===== src/logic/xdma_cfg_defines.svh =====
/*
  Width, memory map and mailbox macros for the configuration sender.
  Included by the package and by every RTL file that needs a constant.
*/
`ifndef XDMA_CFG_DEFINES_SVH
`define XDMA_CFG_DEFINES_SVH

// ----------------------------------------
// Data path widths
// ----------------------------------------
`define XDMA_ADDR_W        32
// Chip id sits in the top address bits
`define XDMA_CHIP_ID_W     4
`define XDMA_WIDE_W        128
`define XDMA_NARROW_W      32
// Four narrow beats per wide frame
`define XDMA_SPLIT_BITS    2
`define XDMA_ID_W          8
`define XDMA_FLEN_W        8
`define XDMA_BLEN_W        10

// ----------------------------------------
// Memory map
// ----------------------------------------
`define XDMA_CLUSTER_SPACE 'h0010_0000
// Main memory bounds in the bits below the chip id
`define XDMA_MAIN_MEM_BASE 'h0800_0000
`define XDMA_MAIN_MEM_END  'h0C00_0000

// Mailbox slots counted down from the region end
`define XDMA_MMIO_SLOT     (4 * 1024)
// Config slot index, mailbox is 8 KB below the end
`define XDMA_CFG_IDX       1

`endif

===== src/logic/xdma_cfg_pkg.sv =====
/*
  Shared types of the configuration sender: vector widths, header view,
  transfer descriptor, stage tokens, outgoing write and the header FSM states.
*/
`default_nettype none
`include "xdma_cfg_defines.svh"

package xdma_cfg_pkg;

  // ----------------------------------------
  // Plain vectors
  // ----------------------------------------
  typedef logic [`XDMA_ADDR_W-1:0]   addr_t;
  typedef logic [`XDMA_WIDE_W-1:0]   wide_t;
  typedef logic [`XDMA_NARROW_W-1:0] narrow_t;
  typedef logic [`XDMA_ID_W-1:0]     dma_id_t;
  typedef logic [`XDMA_FLEN_W-1:0]   frame_len_t;
  typedef logic [`XDMA_BLEN_W-1:0]   beat_len_t;

  // Header frame, MSB first, 128 bits in total
  typedef struct packed {
    addr_t        writer_addr;
    addr_t        reader_addr;
    dma_id_t      dma_id;
    frame_len_t   frame_length;
    // 0 read, 1 write
    logic         dma_type;
    logic [46:0]  payload;
  } cfg_header_t;

  // Per-transfer descriptor
  typedef struct packed {
    addr_t      remote_addr;
    dma_id_t    dma_id;
    beat_len_t  beat_count;
    // High only on the header frame
    logic       first;
  } cfg_desc_t;

  // Tracker to splitter
  typedef struct packed {
    wide_t      frame;
    cfg_desc_t  desc;
  } cfg_frame_tok_t;

  // Splitter to issuer
  typedef struct packed {
    narrow_t    beat;
    cfg_desc_t  desc;
    logic       frame_last;
  } cfg_beat_tok_t;

  // Outgoing addressed write
  typedef struct packed {
    addr_t      addr;
    narrow_t    data;
    logic       last;
  } cfg_write_t;

  typedef enum logic {
    HDR_IDLE = 1'b0,
    HDR_BODY = 1'b1
  } hdr_state_e;

endpackage

`default_nettype wire


===== src/logic/xdma_cfg_sender_top.sv =====
/*
  Sender-side configuration path of the inter-cluster DMA adapter.
  Chains header tracker, frame splitter and write issuer between two
  four-phase edges.
*/
`timescale 1ns/1ns
`default_nettype none

module xdma_cfg_sender_top (
  input  logic                     clk_i,
  input  logic                     rst_ni,
  input  xdma_cfg_pkg::wide_t      cfg_frame_i,
  input  logic                     cfg_req_i,
  output logic                     cfg_ack_o,
  output xdma_cfg_pkg::cfg_write_t cfg_write_o,
  output logic                     wr_req_o,
  input  logic                     wr_ack_i
);
  import xdma_cfg_pkg::*;

  // ----------------------------------------
  // Stage links
  // ----------------------------------------
  cfg_frame_tok_t frame_tok;
  logic           frame_valid;
  logic           frame_ready;
  cfg_beat_tok_t  beat_tok;
  logic           beat_valid;
  logic           beat_ready;

  // Frames in, descriptor attached
  cfg_header_tracker cfg_header_tracker_inst (
    .clk_i         (clk_i),
    .rst_ni        (rst_ni),
    .cfg_frame_i   (cfg_frame_i),
    .cfg_req_i     (cfg_req_i),
    .cfg_ack_o     (cfg_ack_o),
    .frame_tok_o   (frame_tok),
    .frame_valid_o (frame_valid),
    .frame_ready_i (frame_ready)
  );

  // Wide to narrow
  cfg_frame_splitter cfg_frame_splitter_inst (
    .clk_i         (clk_i),
    .rst_ni        (rst_ni),
    .frame_tok_i   (frame_tok),
    .frame_valid_i (frame_valid),
    .frame_ready_o (frame_ready),
    .beat_tok_o    (beat_tok),
    .beat_valid_o  (beat_valid),
    .beat_ready_i  (beat_ready)
  );

  // Addressed writes out
  cfg_write_issuer cfg_write_issuer_inst (
    .clk_i        (clk_i),
    .rst_ni       (rst_ni),
    .beat_tok_i   (beat_tok),
    .beat_valid_i (beat_valid),
    .beat_ready_o (beat_ready),
    .cfg_write_o  (cfg_write_o),
    .wr_req_o     (wr_req_o),
    .wr_ack_i     (wr_ack_i)
  );

endmodule

`default_nettype wire


===== src/logic/cfg_write_issuer.sv =====
/*
  Last stage of the configuration sender. Turns each beat into an addressed
  write into the remote mailbox, marks the final beat of the transfer and
  hands it out over a four-phase req/ack edge.
*/
`timescale 1ns/1ns
`default_nettype none
`include "xdma_cfg_defines.svh"

module cfg_write_issuer (
  input  logic                        clk_i,
  input  logic                        rst_ni,
  input  xdma_cfg_pkg::cfg_beat_tok_t beat_tok_i,
  input  logic                        beat_valid_i,
  output logic                        beat_ready_o,
  output xdma_cfg_pkg::cfg_write_t    cfg_write_o,
  output logic                        wr_req_o,
  input  logic                        wr_ack_i
);
  import xdma_cfg_pkg::*;

  // Byte shift for one narrow beat
  localparam int unsigned ByteShift = $clog2(`XDMA_NARROW_W / 8);

  beat_len_t beat_cnt_q;
  beat_len_t beat_idx;
  addr_t     beat_addr;
  logic      beat_last;
  logic      accept;

  // ----------------------------------------
  // Beat addressing
  // ----------------------------------------
  // Restart the count on a transfer's opening beat
  assign beat_idx = beat_tok_i.desc.first ? '0 : beat_cnt_q;

  assign beat_addr = beat_tok_i.desc.remote_addr + (addr_t'(beat_idx) << ByteShift);

  // Final beat of the whole transfer
  assign beat_last = (beat_idx == beat_tok_i.desc.beat_count - 1'b1);

  // ----------------------------------------
  // Four-phase output
  // ----------------------------------------
  // Idle only once both req and ack are low
  assign beat_ready_o = !wr_req_o && !wr_ack_i;
  assign accept = beat_valid_i && beat_ready_o;

  always_ff @(posedge clk_i or negedge rst_ni) begin
    if (!rst_ni) begin
      wr_req_o <= 1'b0;
    end else if (accept) begin
      wr_req_o <= 1'b1;
    end else if (wr_req_o && wr_ack_i) begin
      // Sink took the write
      wr_req_o <= 1'b0;
    end
  end

  // Beat position inside the current transfer
  always_ff @(posedge clk_i or negedge rst_ni) begin
    if (!rst_ni) begin
      beat_cnt_q <= '0;
    end else if (accept) begin
      beat_cnt_q <= beat_idx + 1'b1;
    end
  end

  // Write stays put until the next accept
  always_ff @(posedge clk_i) begin
    if (accept) begin
      cfg_write_o.addr <= beat_addr;
      cfg_write_o.data <= beat_tok_i.beat;
      cfg_write_o.last <= beat_last;
    end
  end

endmodule

`default_nettype wire


===== src/logic/cfg_frame_splitter.sv =====
/*
  Second stage of the configuration sender. Loads one wide frame token and
  shifts it out as four narrow beats, least significant first, each tagged
  with the frame descriptor and a frame_last flag.
*/
`timescale 1ns/1ns
`default_nettype none
`include "xdma_cfg_defines.svh"

module cfg_frame_splitter (
  input  logic                         clk_i,
  input  logic                         rst_ni,
  input  xdma_cfg_pkg::cfg_frame_tok_t frame_tok_i,
  input  logic                         frame_valid_i,
  output logic                         frame_ready_o,
  output xdma_cfg_pkg::cfg_beat_tok_t  beat_tok_o,
  output logic                         beat_valid_o,
  input  logic                         beat_ready_i
);
  import xdma_cfg_pkg::*;

  wide_t                      shift_q;
  cfg_desc_t                  desc_q;
  logic [`XDMA_SPLIT_BITS-1:0] idx_q;
  logic                       busy_q;
  logic                       last_beat;
  logic                       beat_fire;
  logic                       load;

  // ----------------------------------------
  // Beat view of the held frame
  // ----------------------------------------
  assign last_beat = (idx_q == '1);
  assign beat_fire = busy_q && beat_ready_i;

  always_comb begin
    beat_tok_o.beat       = shift_q[`XDMA_NARROW_W-1:0];
    beat_tok_o.desc       = desc_q;
    // Only the opening beat of a header frame starts a transfer
    beat_tok_o.desc.first = desc_q.first && (idx_q == '0);
    beat_tok_o.frame_last = last_beat;
  end

  assign beat_valid_o = busy_q;

  // Free, or the final beat leaves this cycle
  assign frame_ready_o = !busy_q || (beat_fire && last_beat);
  assign load = frame_valid_i && frame_ready_o;

  // ----------------------------------------
  // Control
  // ----------------------------------------
  always_ff @(posedge clk_i or negedge rst_ni) begin
    if (!rst_ni) begin
      busy_q <= 1'b0;
      idx_q  <= '0;
    end else if (load) begin
      busy_q <= 1'b1;
      idx_q  <= '0;
    end else if (beat_fire) begin
      busy_q <= !last_beat;
      idx_q  <= idx_q + 1'b1;
    end
  end

  // Frame payload, shifted down one beat per transfer
  always_ff @(posedge clk_i) begin
    if (load) begin
      shift_q <= frame_tok_i.frame;
      desc_q  <= frame_tok_i.desc;
    end else if (beat_fire) begin
      shift_q <= shift_q >> `XDMA_NARROW_W;
    end
  end

endmodule

`default_nettype wire


===== src/logic/cfg_header_tracker.sv =====
/*
  First stage of the configuration sender. Takes wide frames over a four-phase
  req/ack edge, decodes header frames into a mailbox descriptor and tags the
  body frames with it. Offers each frame as a valid/ready token.
*/
`timescale 1ns/1ns
`default_nettype none
`include "xdma_cfg_defines.svh"

module cfg_header_tracker (
  input  logic                         clk_i,
  input  logic                         rst_ni,
  input  xdma_cfg_pkg::wide_t          cfg_frame_i,
  input  logic                         cfg_req_i,
  output logic                         cfg_ack_o,
  output xdma_cfg_pkg::cfg_frame_tok_t frame_tok_o,
  output logic                         frame_valid_o,
  input  logic                         frame_ready_i
);
  import xdma_cfg_pkg::*;

  // ----------------------------------------
  // Memory map constants
  // ----------------------------------------
  localparam int unsigned LowW = `XDMA_ADDR_W - `XDMA_CHIP_ID_W;
  localparam logic [LowW-1:0] MainBase = LowW'(`XDMA_MAIN_MEM_BASE);
  localparam logic [LowW-1:0] MainEnd = LowW'(`XDMA_MAIN_MEM_END);
  localparam addr_t ClusterSpace = addr_t'(`XDMA_CLUSTER_SPACE);
  // Clears the offset inside one cluster
  localparam addr_t ClusterMask = ~(ClusterSpace - addr_t'(1));
  localparam addr_t CfgOffset = addr_t'((`XDMA_CFG_IDX + 1) * `XDMA_MMIO_SLOT);

  // End of the region an address falls in
  function automatic addr_t region_end(addr_t addr);
    addr_t end_addr;
    if (addr[LowW-1:0] >= MainBase) begin
      // Main memory of the same chip
      end_addr = {addr[`XDMA_ADDR_W-1:LowW], MainEnd};
    end else begin
      end_addr = (addr & ClusterMask) + ClusterSpace;
    end
    return end_addr;
  endfunction

  cfg_header_t hdr;
  addr_t       remote_sel;
  frame_len_t  flen_eff;
  cfg_desc_t   hdr_desc;
  cfg_desc_t   body_desc_q;
  cfg_desc_t   tok_desc;
  hdr_state_e  state_q;
  hdr_state_e  state_d;
  frame_len_t  frame_cnt_q;
  frame_len_t  frame_total_q;
  logic        out_free;
  logic        capture;
  logic        body_done;

  // ----------------------------------------
  // Header decode
  // ----------------------------------------
  assign hdr = cfg_header_t'(cfg_frame_i);

  // Read task targets the reader, write task the writer
  assign remote_sel = hdr.dma_type ? hdr.writer_addr : hdr.reader_addr;

  // Zero length still carries the header itself
  assign flen_eff = (hdr.frame_length == '0) ? frame_len_t'(1) : hdr.frame_length;

  always_comb begin
    hdr_desc.remote_addr = region_end(remote_sel) - CfgOffset;
    hdr_desc.dma_id      = hdr.dma_id;
    hdr_desc.beat_count  = beat_len_t'(flen_eff) << `XDMA_SPLIT_BITS;
    hdr_desc.first       = 1'b1;
  end

  // Body frames reuse the held descriptor
  assign tok_desc = (state_q == HDR_BODY) ? body_desc_q : hdr_desc;

  // ----------------------------------------
  // Handshakes
  // ----------------------------------------
  // Output register empty or draining this cycle
  assign out_free = !frame_valid_o || frame_ready_i;
  // One capture per req pulse
  assign capture = cfg_req_i && !cfg_ack_o && out_free;

  always_ff @(posedge clk_i or negedge rst_ni) begin
    if (!rst_ni) begin
      cfg_ack_o     <= 1'b0;
      frame_valid_o <= 1'b0;
    end else begin
      if (capture) begin
        cfg_ack_o <= 1'b1;
      end else if (cfg_ack_o && !cfg_req_i) begin
        // Source released req
        cfg_ack_o <= 1'b0;
      end
      if (capture) begin
        frame_valid_o <= 1'b1;
      end else if (frame_ready_i) begin
        frame_valid_o <= 1'b0;
      end
    end
  end

  always_ff @(posedge clk_i) begin
    if (capture) begin
      frame_tok_o.frame <= cfg_frame_i;
      frame_tok_o.desc  <= tok_desc;
    end
  end

  // ----------------------------------------
  // Header/body FSM
  // ----------------------------------------
  assign body_done = (frame_cnt_q + 1'b1) == frame_total_q;

  always_comb begin
    state_d = state_q;
    case (state_q)
      HDR_IDLE: begin
        if (capture && hdr.frame_length > frame_len_t'(1)) begin
          state_d = HDR_BODY;
        end
      end
      HDR_BODY: begin
        if (capture && body_done) begin
          state_d = HDR_IDLE;
        end
      end
      default: state_d = HDR_IDLE;
    endcase
  end

  always_ff @(posedge clk_i or negedge rst_ni) begin
    if (!rst_ni) begin
      state_q       <= HDR_IDLE;
      frame_cnt_q   <= '0;
      frame_total_q <= '0;
    end else begin
      state_q <= state_d;
      if (capture && state_q == HDR_IDLE && state_d == HDR_BODY) begin
        // Header counts as the first frame
        frame_cnt_q   <= frame_len_t'(1);
        frame_total_q <= hdr.frame_length;
      end else if (capture && state_q == HDR_BODY) begin
        frame_cnt_q <= body_done ? '0 : frame_cnt_q + 1'b1;
      end
    end
  end

  // Descriptor kept for the body frames
  always_ff @(posedge clk_i) begin
    if (capture && state_q == HDR_IDLE) begin
      body_desc_q       <= hdr_desc;
      body_desc_q.first <= 1'b0;
    end
  end

endmodule

`default_nettype wire


===== config.mk =====
export PLATFORM = sky130hd
export DESIGN_NAME = xdma_cfg_sender_top
export DESIGN_NICKNAME = d
export VERILOG_FILES = /design/src/logic/xdma_cfg_pkg.sv /design/src/logic/xdma_cfg_sender_top.sv /design/src/logic/cfg_write_issuer.sv /design/src/logic/cfg_frame_splitter.sv /design/src/logic/cfg_header_tracker.sv
export VERILOG_INCLUDE_DIRS = /design/src /design/src/logic
export SDC_FILE = /design/constraint.sdc
export NUM_CORES = 1
export LEC_CHECK = 0
export ABC_AREA = 1
export BUFFER_PORTS_ARGS = -buffer_cell sky130_fd_sc_hd__buf_2
export CAP_MARGIN = 20
export CORE_MARGIN = 2
export CORE_UTILIZATION = 40
export DETAILED_ROUTE_END_ITERATION = 10
export PLACE_DENSITY = 0.64
export SYNTH_ARGS = -nofsm -noshare
export SYNTH_HDL_FRONTEND = slang
export SYNTH_HIERARCHICAL = 1
export SYNTH_SLANG_ARGS = --single-unit

===== constraint.sdc =====
create_clock -name clk_i -period 14.25 [get_ports clk_i]
set_input_delay 0.7125 -clock clk_i [delete_from_list [all_inputs] [get_ports clk_i]]
set_output_delay 0.7125 -clock clk_i [all_outputs]
set_load 0.1 [all_outputs]

# After elaboration in Yosys (flattened, before gate mapping)
# Index checks and enable logic that the tools add are counted.
[classes]
n_mux = 23
n_addsub = 7
n_eq_ne = 3
bitwise = 1
n_reduce_logical = 30
n_lt_le_gt_ge = 2
[ops]
columns = ["cell", "count"]
rows = [
  ["two-way mux 128 bit", 2],
  ["two-way mux 32 bit", 2],
  ["two-way mux 51 bit", 1],
  ["adder 32 x 12 -> 32 bit", 1],
  ["adder 32 x 21 -> 32 bit (second input constant)", 1],
  ["two-way mux 8 bit", 4],
  ["subtractor 32 x 14 -> 32 bit (second input constant)", 1],
  ["greater-or-equal comparator 28 bit (second input constant)", 1],
  ["logical AND 1 bit", 14],
  ["adder 10 x 1 -> 10 bit (second input constant)", 1],
  ["equality test 10 bit", 1],
  ["two-way mux 1 bit", 10],
  ["two-way mux 10 bit", 1],
  ["nonzero test 2 bit", 5],
  ["subtractor 10 x 1 -> 10 bit (second input constant)", 1],
  ["adder 8 x 1 -> 8 bit (second input constant)", 1],
  ["equality test 8 bit", 1],
  ["greater-than comparator 8 x 1 -> 1 bit (second input constant)", 1],
  ["zero test 8 bit", 1],
  ["zero test 1 bit", 7],
  ["two-way mux 2 bit", 2],
  ["adder 2 x 1 -> 2 bit (second input constant)", 1],
  ["equality test 2 bit (second input constant)", 1],
  ["zero test 2 bit", 1],
  ["3 further kinds", 4],
]
[totals]
output_inout_bits = 67
elab_cells = 89
reg_bits = 484
input_bits = 132

# Longest topological paths before layout
[logic_depth]
word_depth = 12
mapped_depth = 21
mapped_depth_nobuf = 20

# Hierarchy
# The synthesis kept the hierarchy.
[modules_own_cells]
columns = ["mod", "instances", "area_per_inst_um2", "cells_each", "seq_area_each_um2"]
rows = [
  ["cfg_header_tracker", 1, 7928.9, 592, 6030.8],
  ["cfg_frame_splitter", 1, 7661.1, 666, 5450.2],
  ["cfg_write_issuer", 1, 4106.4, 439, 2227.1],
]

# Least setup slack after synthesis
# Ideal clock, no wire load.
[synth_path]
path_type = "register to register"
from = "register cfg_write_issuer_inst.wr_req_o"
to = "register cfg_header_tracker_inst.frame_total_q[6]"
required_time_ps = 14119
n_path_buf = 1
t_arrival_ps = 15367
stages_incl_launch_ff = 14
period_less_slack_ps = 15498
setup_ps = 131
path_slack_ps = -1248
path_cell_list = "dfrtp_1 nor2_1 inv_1 nand2_1 nand2_1 inv_1 nor2_1 nor3_1 inv_1 nor2_1 nand2_1 clkbuf_1 nand2_1 o21ai_0"
[synth_via]
elab_chain_cells = 11
elab_cells_between_ends = 14
cone_classes = "3 x mux; 11 x reduce/logical"
[synth_lines]
columns = ["element", "line", "rtl"]
rows = [
  ["from (decl)", "cfg_write_issuer.sv:17", "output logic wr_req_o,"],
  ["from (signal assigned)", "cfg_write_issuer.sv:51", "wr_req_o <= 1'b0;"],
  ["from (signal assigned)", "cfg_write_issuer.sv:53", "wr_req_o <= 1'b1;"],
  ["from (signal assigned)", "cfg_write_issuer.sv:56", "wr_req_o <= 1'b0;"],
  ["zero test 1 bit (*)", "cfg_write_issuer.sv:46", "assign beat_ready_o = !wr_req_o && !wr_ack_i;"],
  ["logical AND 1 bit (*)", "cfg_write_issuer.sv:46", ""],
  ["via beat_ready", "xdma_cfg_sender_top.sv:29", "logic beat_ready;"],
  ["logical AND 1 bit (*)", "cfg_frame_splitter.sv:34", "assign beat_fire = busy_q && beat_ready_i;"],
  ["logical AND 1 bit (*)", "cfg_frame_splitter.sv:47", "assign frame_ready_o = !busy_q || (beat_fire && last_beat);"],
  ["logical OR 1 bit (*)", "cfg_frame_splitter.sv:47", ""],
  ["via frame_ready", "xdma_cfg_sender_top.sv:26", "logic frame_ready;"],
  ["logical OR 1 bit (*)", "cfg_header_tracker.sv:84", "assign out_free = !frame_valid_o || frame_ready_i;"],
  ["logical AND 1 bit (*)", "cfg_header_tracker.sv:86", "assign capture = cfg_req_i && !cfg_ack_o && out_free;"],
  ["via cfg_header_tracker_inst.capture", "cfg_header_tracker.sv:56", "logic capture;"],
  ["logical AND 1 bit (on tied branches)", "cfg_header_tracker.sv:128, cfg_header_tracker.sv:123", ""],
  ["two-way mux 1 bit (on tied branches)", "cfg_header_tracker.sv:128, cfg_header_tracker.sv:123", ""],
  ["one-hot mux 1 bit (2 select lines)", "cfg_header_tracker.sv:121", "case (state_q)"],
  ["logical AND 1 bit (*)", "cfg_header_tracker.sv:143", "if (capture && state_q == HDR_IDLE && state_d == HDR_BODY) begin"],
  ["to (signal assigned)", "cfg_header_tracker.sv:146", "frame_total_q <= hdr.frame_length;"],
  ["to (decl)", "cfg_header_tracker.sv:54", "frame_len_t frame_total_q;"],
]
# The timed path passes the listed nets; every way through them passes the cells marked *.
# A chain may end at the register's enable or synchronous reset.

# Worst setup path after layout
[layout_path]
from = "register cfg_write_issuer_inst.wr_req_o"
to = "register cfg_frame_splitter_inst.shift_q[84] (data pin)"
[layout_via]
elab_chain_cells = 7
[layout_lines]
columns = ["element", "line", "rtl"]
rows = [
  ["zero test 1 bit", "cfg_write_issuer.sv:46", ""],
  ["logical AND 1 bit", "cfg_write_issuer.sv:46", ""],
  ["via beat_ready", "xdma_cfg_sender_top.sv:29", ""],
  ["logical AND 1 bit", "cfg_frame_splitter.sv:34", ""],
  ["logical AND 1 bit", "cfg_frame_splitter.sv:47", ""],
  ["logical OR 1 bit", "cfg_frame_splitter.sv:47", ""],
  ["logical AND 1 bit", "cfg_frame_splitter.sv:48", "assign load = frame_valid_i && frame_ready_o;"],
  ["two-way mux 128 bit", "cfg_frame_splitter.sv:68", "if (load) begin"],
  ["to (signal assigned)", "cfg_frame_splitter.sv:69", "shift_q <= frame_tok_i.frame;"],
  ["to (signal assigned)", "cfg_frame_splitter.sv:72", "shift_q <= shift_q >> `XDMA_NARROW_W;"],
  ["to (decl)", "cfg_frame_splitter.sv:22", "wide_t shift_q;"],
]
# The timed path passes the listed nets, and every way through them passes these cells.

==> results.md <==
* Slew headroom at 28.5%
* Mean Syn Cell Area at 11.5 sq um
* Bufs on Longest Clock Path at 3
* Max VDD drop at 0.0874 mV
* Row count at 79
* Hold Vio Cnt, Final at 0
* Hold slack at 0.235 ns
* Clock buffer count from CTS at 45
* Slew Viols, Final at 0
* Seq pwr share at 50.5%
* Worst Skew at 0.0226 ns
* TritonCTS clock tree: yes
* DRC viols at 0
* Cells after Synth at 1,640
* Port Buffers at 198
* Cell area power density at 158 nW/um^2
* Die width at 221 microns
* Post-cts gate resize count at 0
* Overflow after GRT at 0
* Crit path from: cfg_write_issuer_inst/wr_req_o
* Final Wtd Congestion at 0.838
* R2R depth at 8
* Crit path to: cfg_frame_splitter_inst/shift_q[84]
* Total GRT Usage at 15.1%
* Worst-path clk slew at 0.06 ns
* H-tree depth at 2
* Worst EP required at 14.68 ns
* MaxCap Viol Count at 0
* Average routed wire per standard cell at 15.2 microns
* Vias in the first global route at 10,800
* Reg2reg start: cfg_write_issuer_inst/wr_req_o
* Fin Setup TNS at 0 ns
* Die Height at 221 microns
* Core box area at 46,500 sq um
* ANT nets after route at 0
* Status: complete, no violations
* Die area at 48,800 sq um
* Vias at 11,000
* Initial antenna violation count at 6
* Count of TritonRoute iterations in the first routing pass at 7
* Reg2Reg Setup Slack at 11.01 ns
* Actual slew at the worst max-slew pin at 1.07 ns
* Combinational Power Share at 16.1%
* Filler Cells Inserted at 4,227
* Sw Share at 28.8%
* Share of cells above drive strength 1 at 18.6%
* CP max FO at 79
* First-pass GRT wire length at 58.4 mm
* FF-to-FF End: cfg_frame_splitter_inst/shift_q[84]
* Switching power at 0.961 mW
* Clock tree root driver cell: clkbuf_16
* Crit start category: register
* P_leak at 8.86 nW
* Internal at 2.37 mW
* Cts hold-fix bufs at 0
* Initial DRC count at 847
* I/O pin cnt at 199
* Hold Path Class: in -> async
* Tcrit/Tclk final at 22.8%
* RSZ-0062 raised after global routing: no
* Routed WL at 36.9 mm
* Initial Utilization at 40.5%
* Clk sink count at 438
* WP data arrival at 3.68 ns
* Synth-to-Final Area Change at 12.5%
* Fmax at 0.308 GHz
* YS warnings at 6
* CP Capture Type: register
* Final net count at 1,919
* Post-CTS setup buffers at 0
* Via density per instance at 4.54
* Cell Area, Synth at 18,800 sq um
* Largest net degree at the start of global routing at 82
* Clk pwr share at 33.3%
* Setup violators final at 0
* Crit Path Class: reg -> reg
* Final worst path period need at 3.24 ns
* DPL Wire Length at 25.7 mm
* Clock Latency Late Sink at 0.57 ns
==> registers in the layout (all words and copies together) (netlist names) <==
| signal | count |
|---|---|
| cfg_frame_splitter_inst/beat_tok_o | 42 |
| cfg_frame_splitter_inst/shift_q | 128 |
| cfg_frame_splitter_inst/desc_q | 1 |
| cfg_header_tracker_inst/frame_tok_o | 149 |
| cfg_header_tracker_inst/frame_total_q | 8 |
| cfg_write_issuer_inst/wr_req_o | 1 |
| cfg_header_tracker_inst/frame_cnt_q | 8 |
| cfg_header_tracker_inst/frame_valid_o | 1 |
| cfg_header_tracker_inst/body_desc_q | 20 |
| cfg_write_issuer_inst/beat_cnt_q | 10 |
| cfg_header_tracker_inst/state_q | 1 |
| cfg_header_tracker_inst/cfg_ack_o | 1 |
| cfg_frame_splitter_inst/beat_valid_o | 1 |
| cfg_write_issuer_inst/cfg_write_o | 65 |
| cfg_frame_splitter_inst/idx_q | 2 |
==> metal layers <==
metal	share of wire [%]	vias up	routed length, microns	GRT usage [%]
met2	46	261	16800	23.3
met3	5.4	55	2000	3.23
met5	0.062	-	23	0
li1	-	5550	-	-
met4	2.1	4	768	4.63
met1	47	5129	17300	21.3
==> power by group through the flow <==
stage               Combinational, mW  Sequential, mW  Clock, mW
finish                          0.538            1.69       1.11
global route                    0.601            1.70       1.19
CTS                             0.545            1.69       1.14
detailed placement              0.542            1.71          0
global placement                0.533            1.71          0
floorplan                       0.346            1.81          0
==> worst min path at each step <==
stage	startpoint	end	cells after the start
after global placement	cfg_header_tracker_inst/frame_tok_o[9]	cfg_frame_splitter_inst/beat_tok_o[10]	0
after detailed placement	cfg_header_tracker_inst/frame_tok_o[9]	cfg_frame_splitter_inst/beat_tok_o[10]	0
final	rst_ni	cfg_write_issuer_inst/wr_req_o	1
after global routing	rst_ni	cfg_write_issuer_inst/wr_req_o	1
after floorplan	cfg_header_tracker_inst/frame_tok_o[9]	cfg_frame_splitter_inst/beat_tok_o[10]	0
after CTS	rst_ni	cfg_write_issuer_inst/beat_cnt_q[0]	1
==> layout by cell type, fill, tap and decap left out, types with 3 or more instances in the layout <==
cell and instances:
nand3_4 3, diode_2 4, nand3b_1 9, and2_1 4
and3_1 3, clkinv_4 3, a31oi_1 6, edfxtp_1 405
inv_4 3, nor4_1 3, clkbuf_16 46, o21ai_0 24
nor3_1 16, xnor2_1 18, a21oi_1 6, nand4_1 10
or2_2 3, nor2_1 93, conb_1 22, inv_2 5
clkinv_2 7, nand3_1 57, buf_4 8, inv_1 144
nand2_1 553, nor2_4 5, clkinvlp_4 4, o21ai_1 5
nand2_2 23, xor2_1 25, clkinv_1 7, clkbuf_1 12
ha_1 13, buf_2 198, nor2_2 5, nand3_2 9
dfrtp_1 33
==> through the flow <==
stage	utilization, %	worst slack [ns]	instances	power (mW)	instance area (sq um)
floorplan	-	3.82	1660	2.16	18900
global placement	42.5	10.55	2334	2.24	19800
detailed placement	42.5	10.49	2334	2.26	19800
CTS	45.6	10.92	2418	3.37	21200
global route	45.6	10.56	2422	3.49	21200
finish	45.6	11.01	2422	3.34	21200
==> final cells by class <==
type,instances,area [sq um],area share [%]
repair buffers,206,1050,4.96
clock buffers,59,1210,5.71
inverters,152,578,2.73
flip-flops and latches,438,13000,61.3
clock inverters,25,193,0.910
multi-input cells,931,4380,20.7
well taps,607,759,3.59
diodes,4,10.0,0.0473
==> critical path: stages (launching register included) <==
cell,delay [ns]
dfrtp_1,0.39
nor2_1,0.17
inv_1,0.06
nand2_1,0.12
nand3_4,0.50
inv_4,0.81
buf_4,0.76
nand2_1,0.11
nand2_1,0.11
No activity file was read; power rests on OpenSTA's default activity.
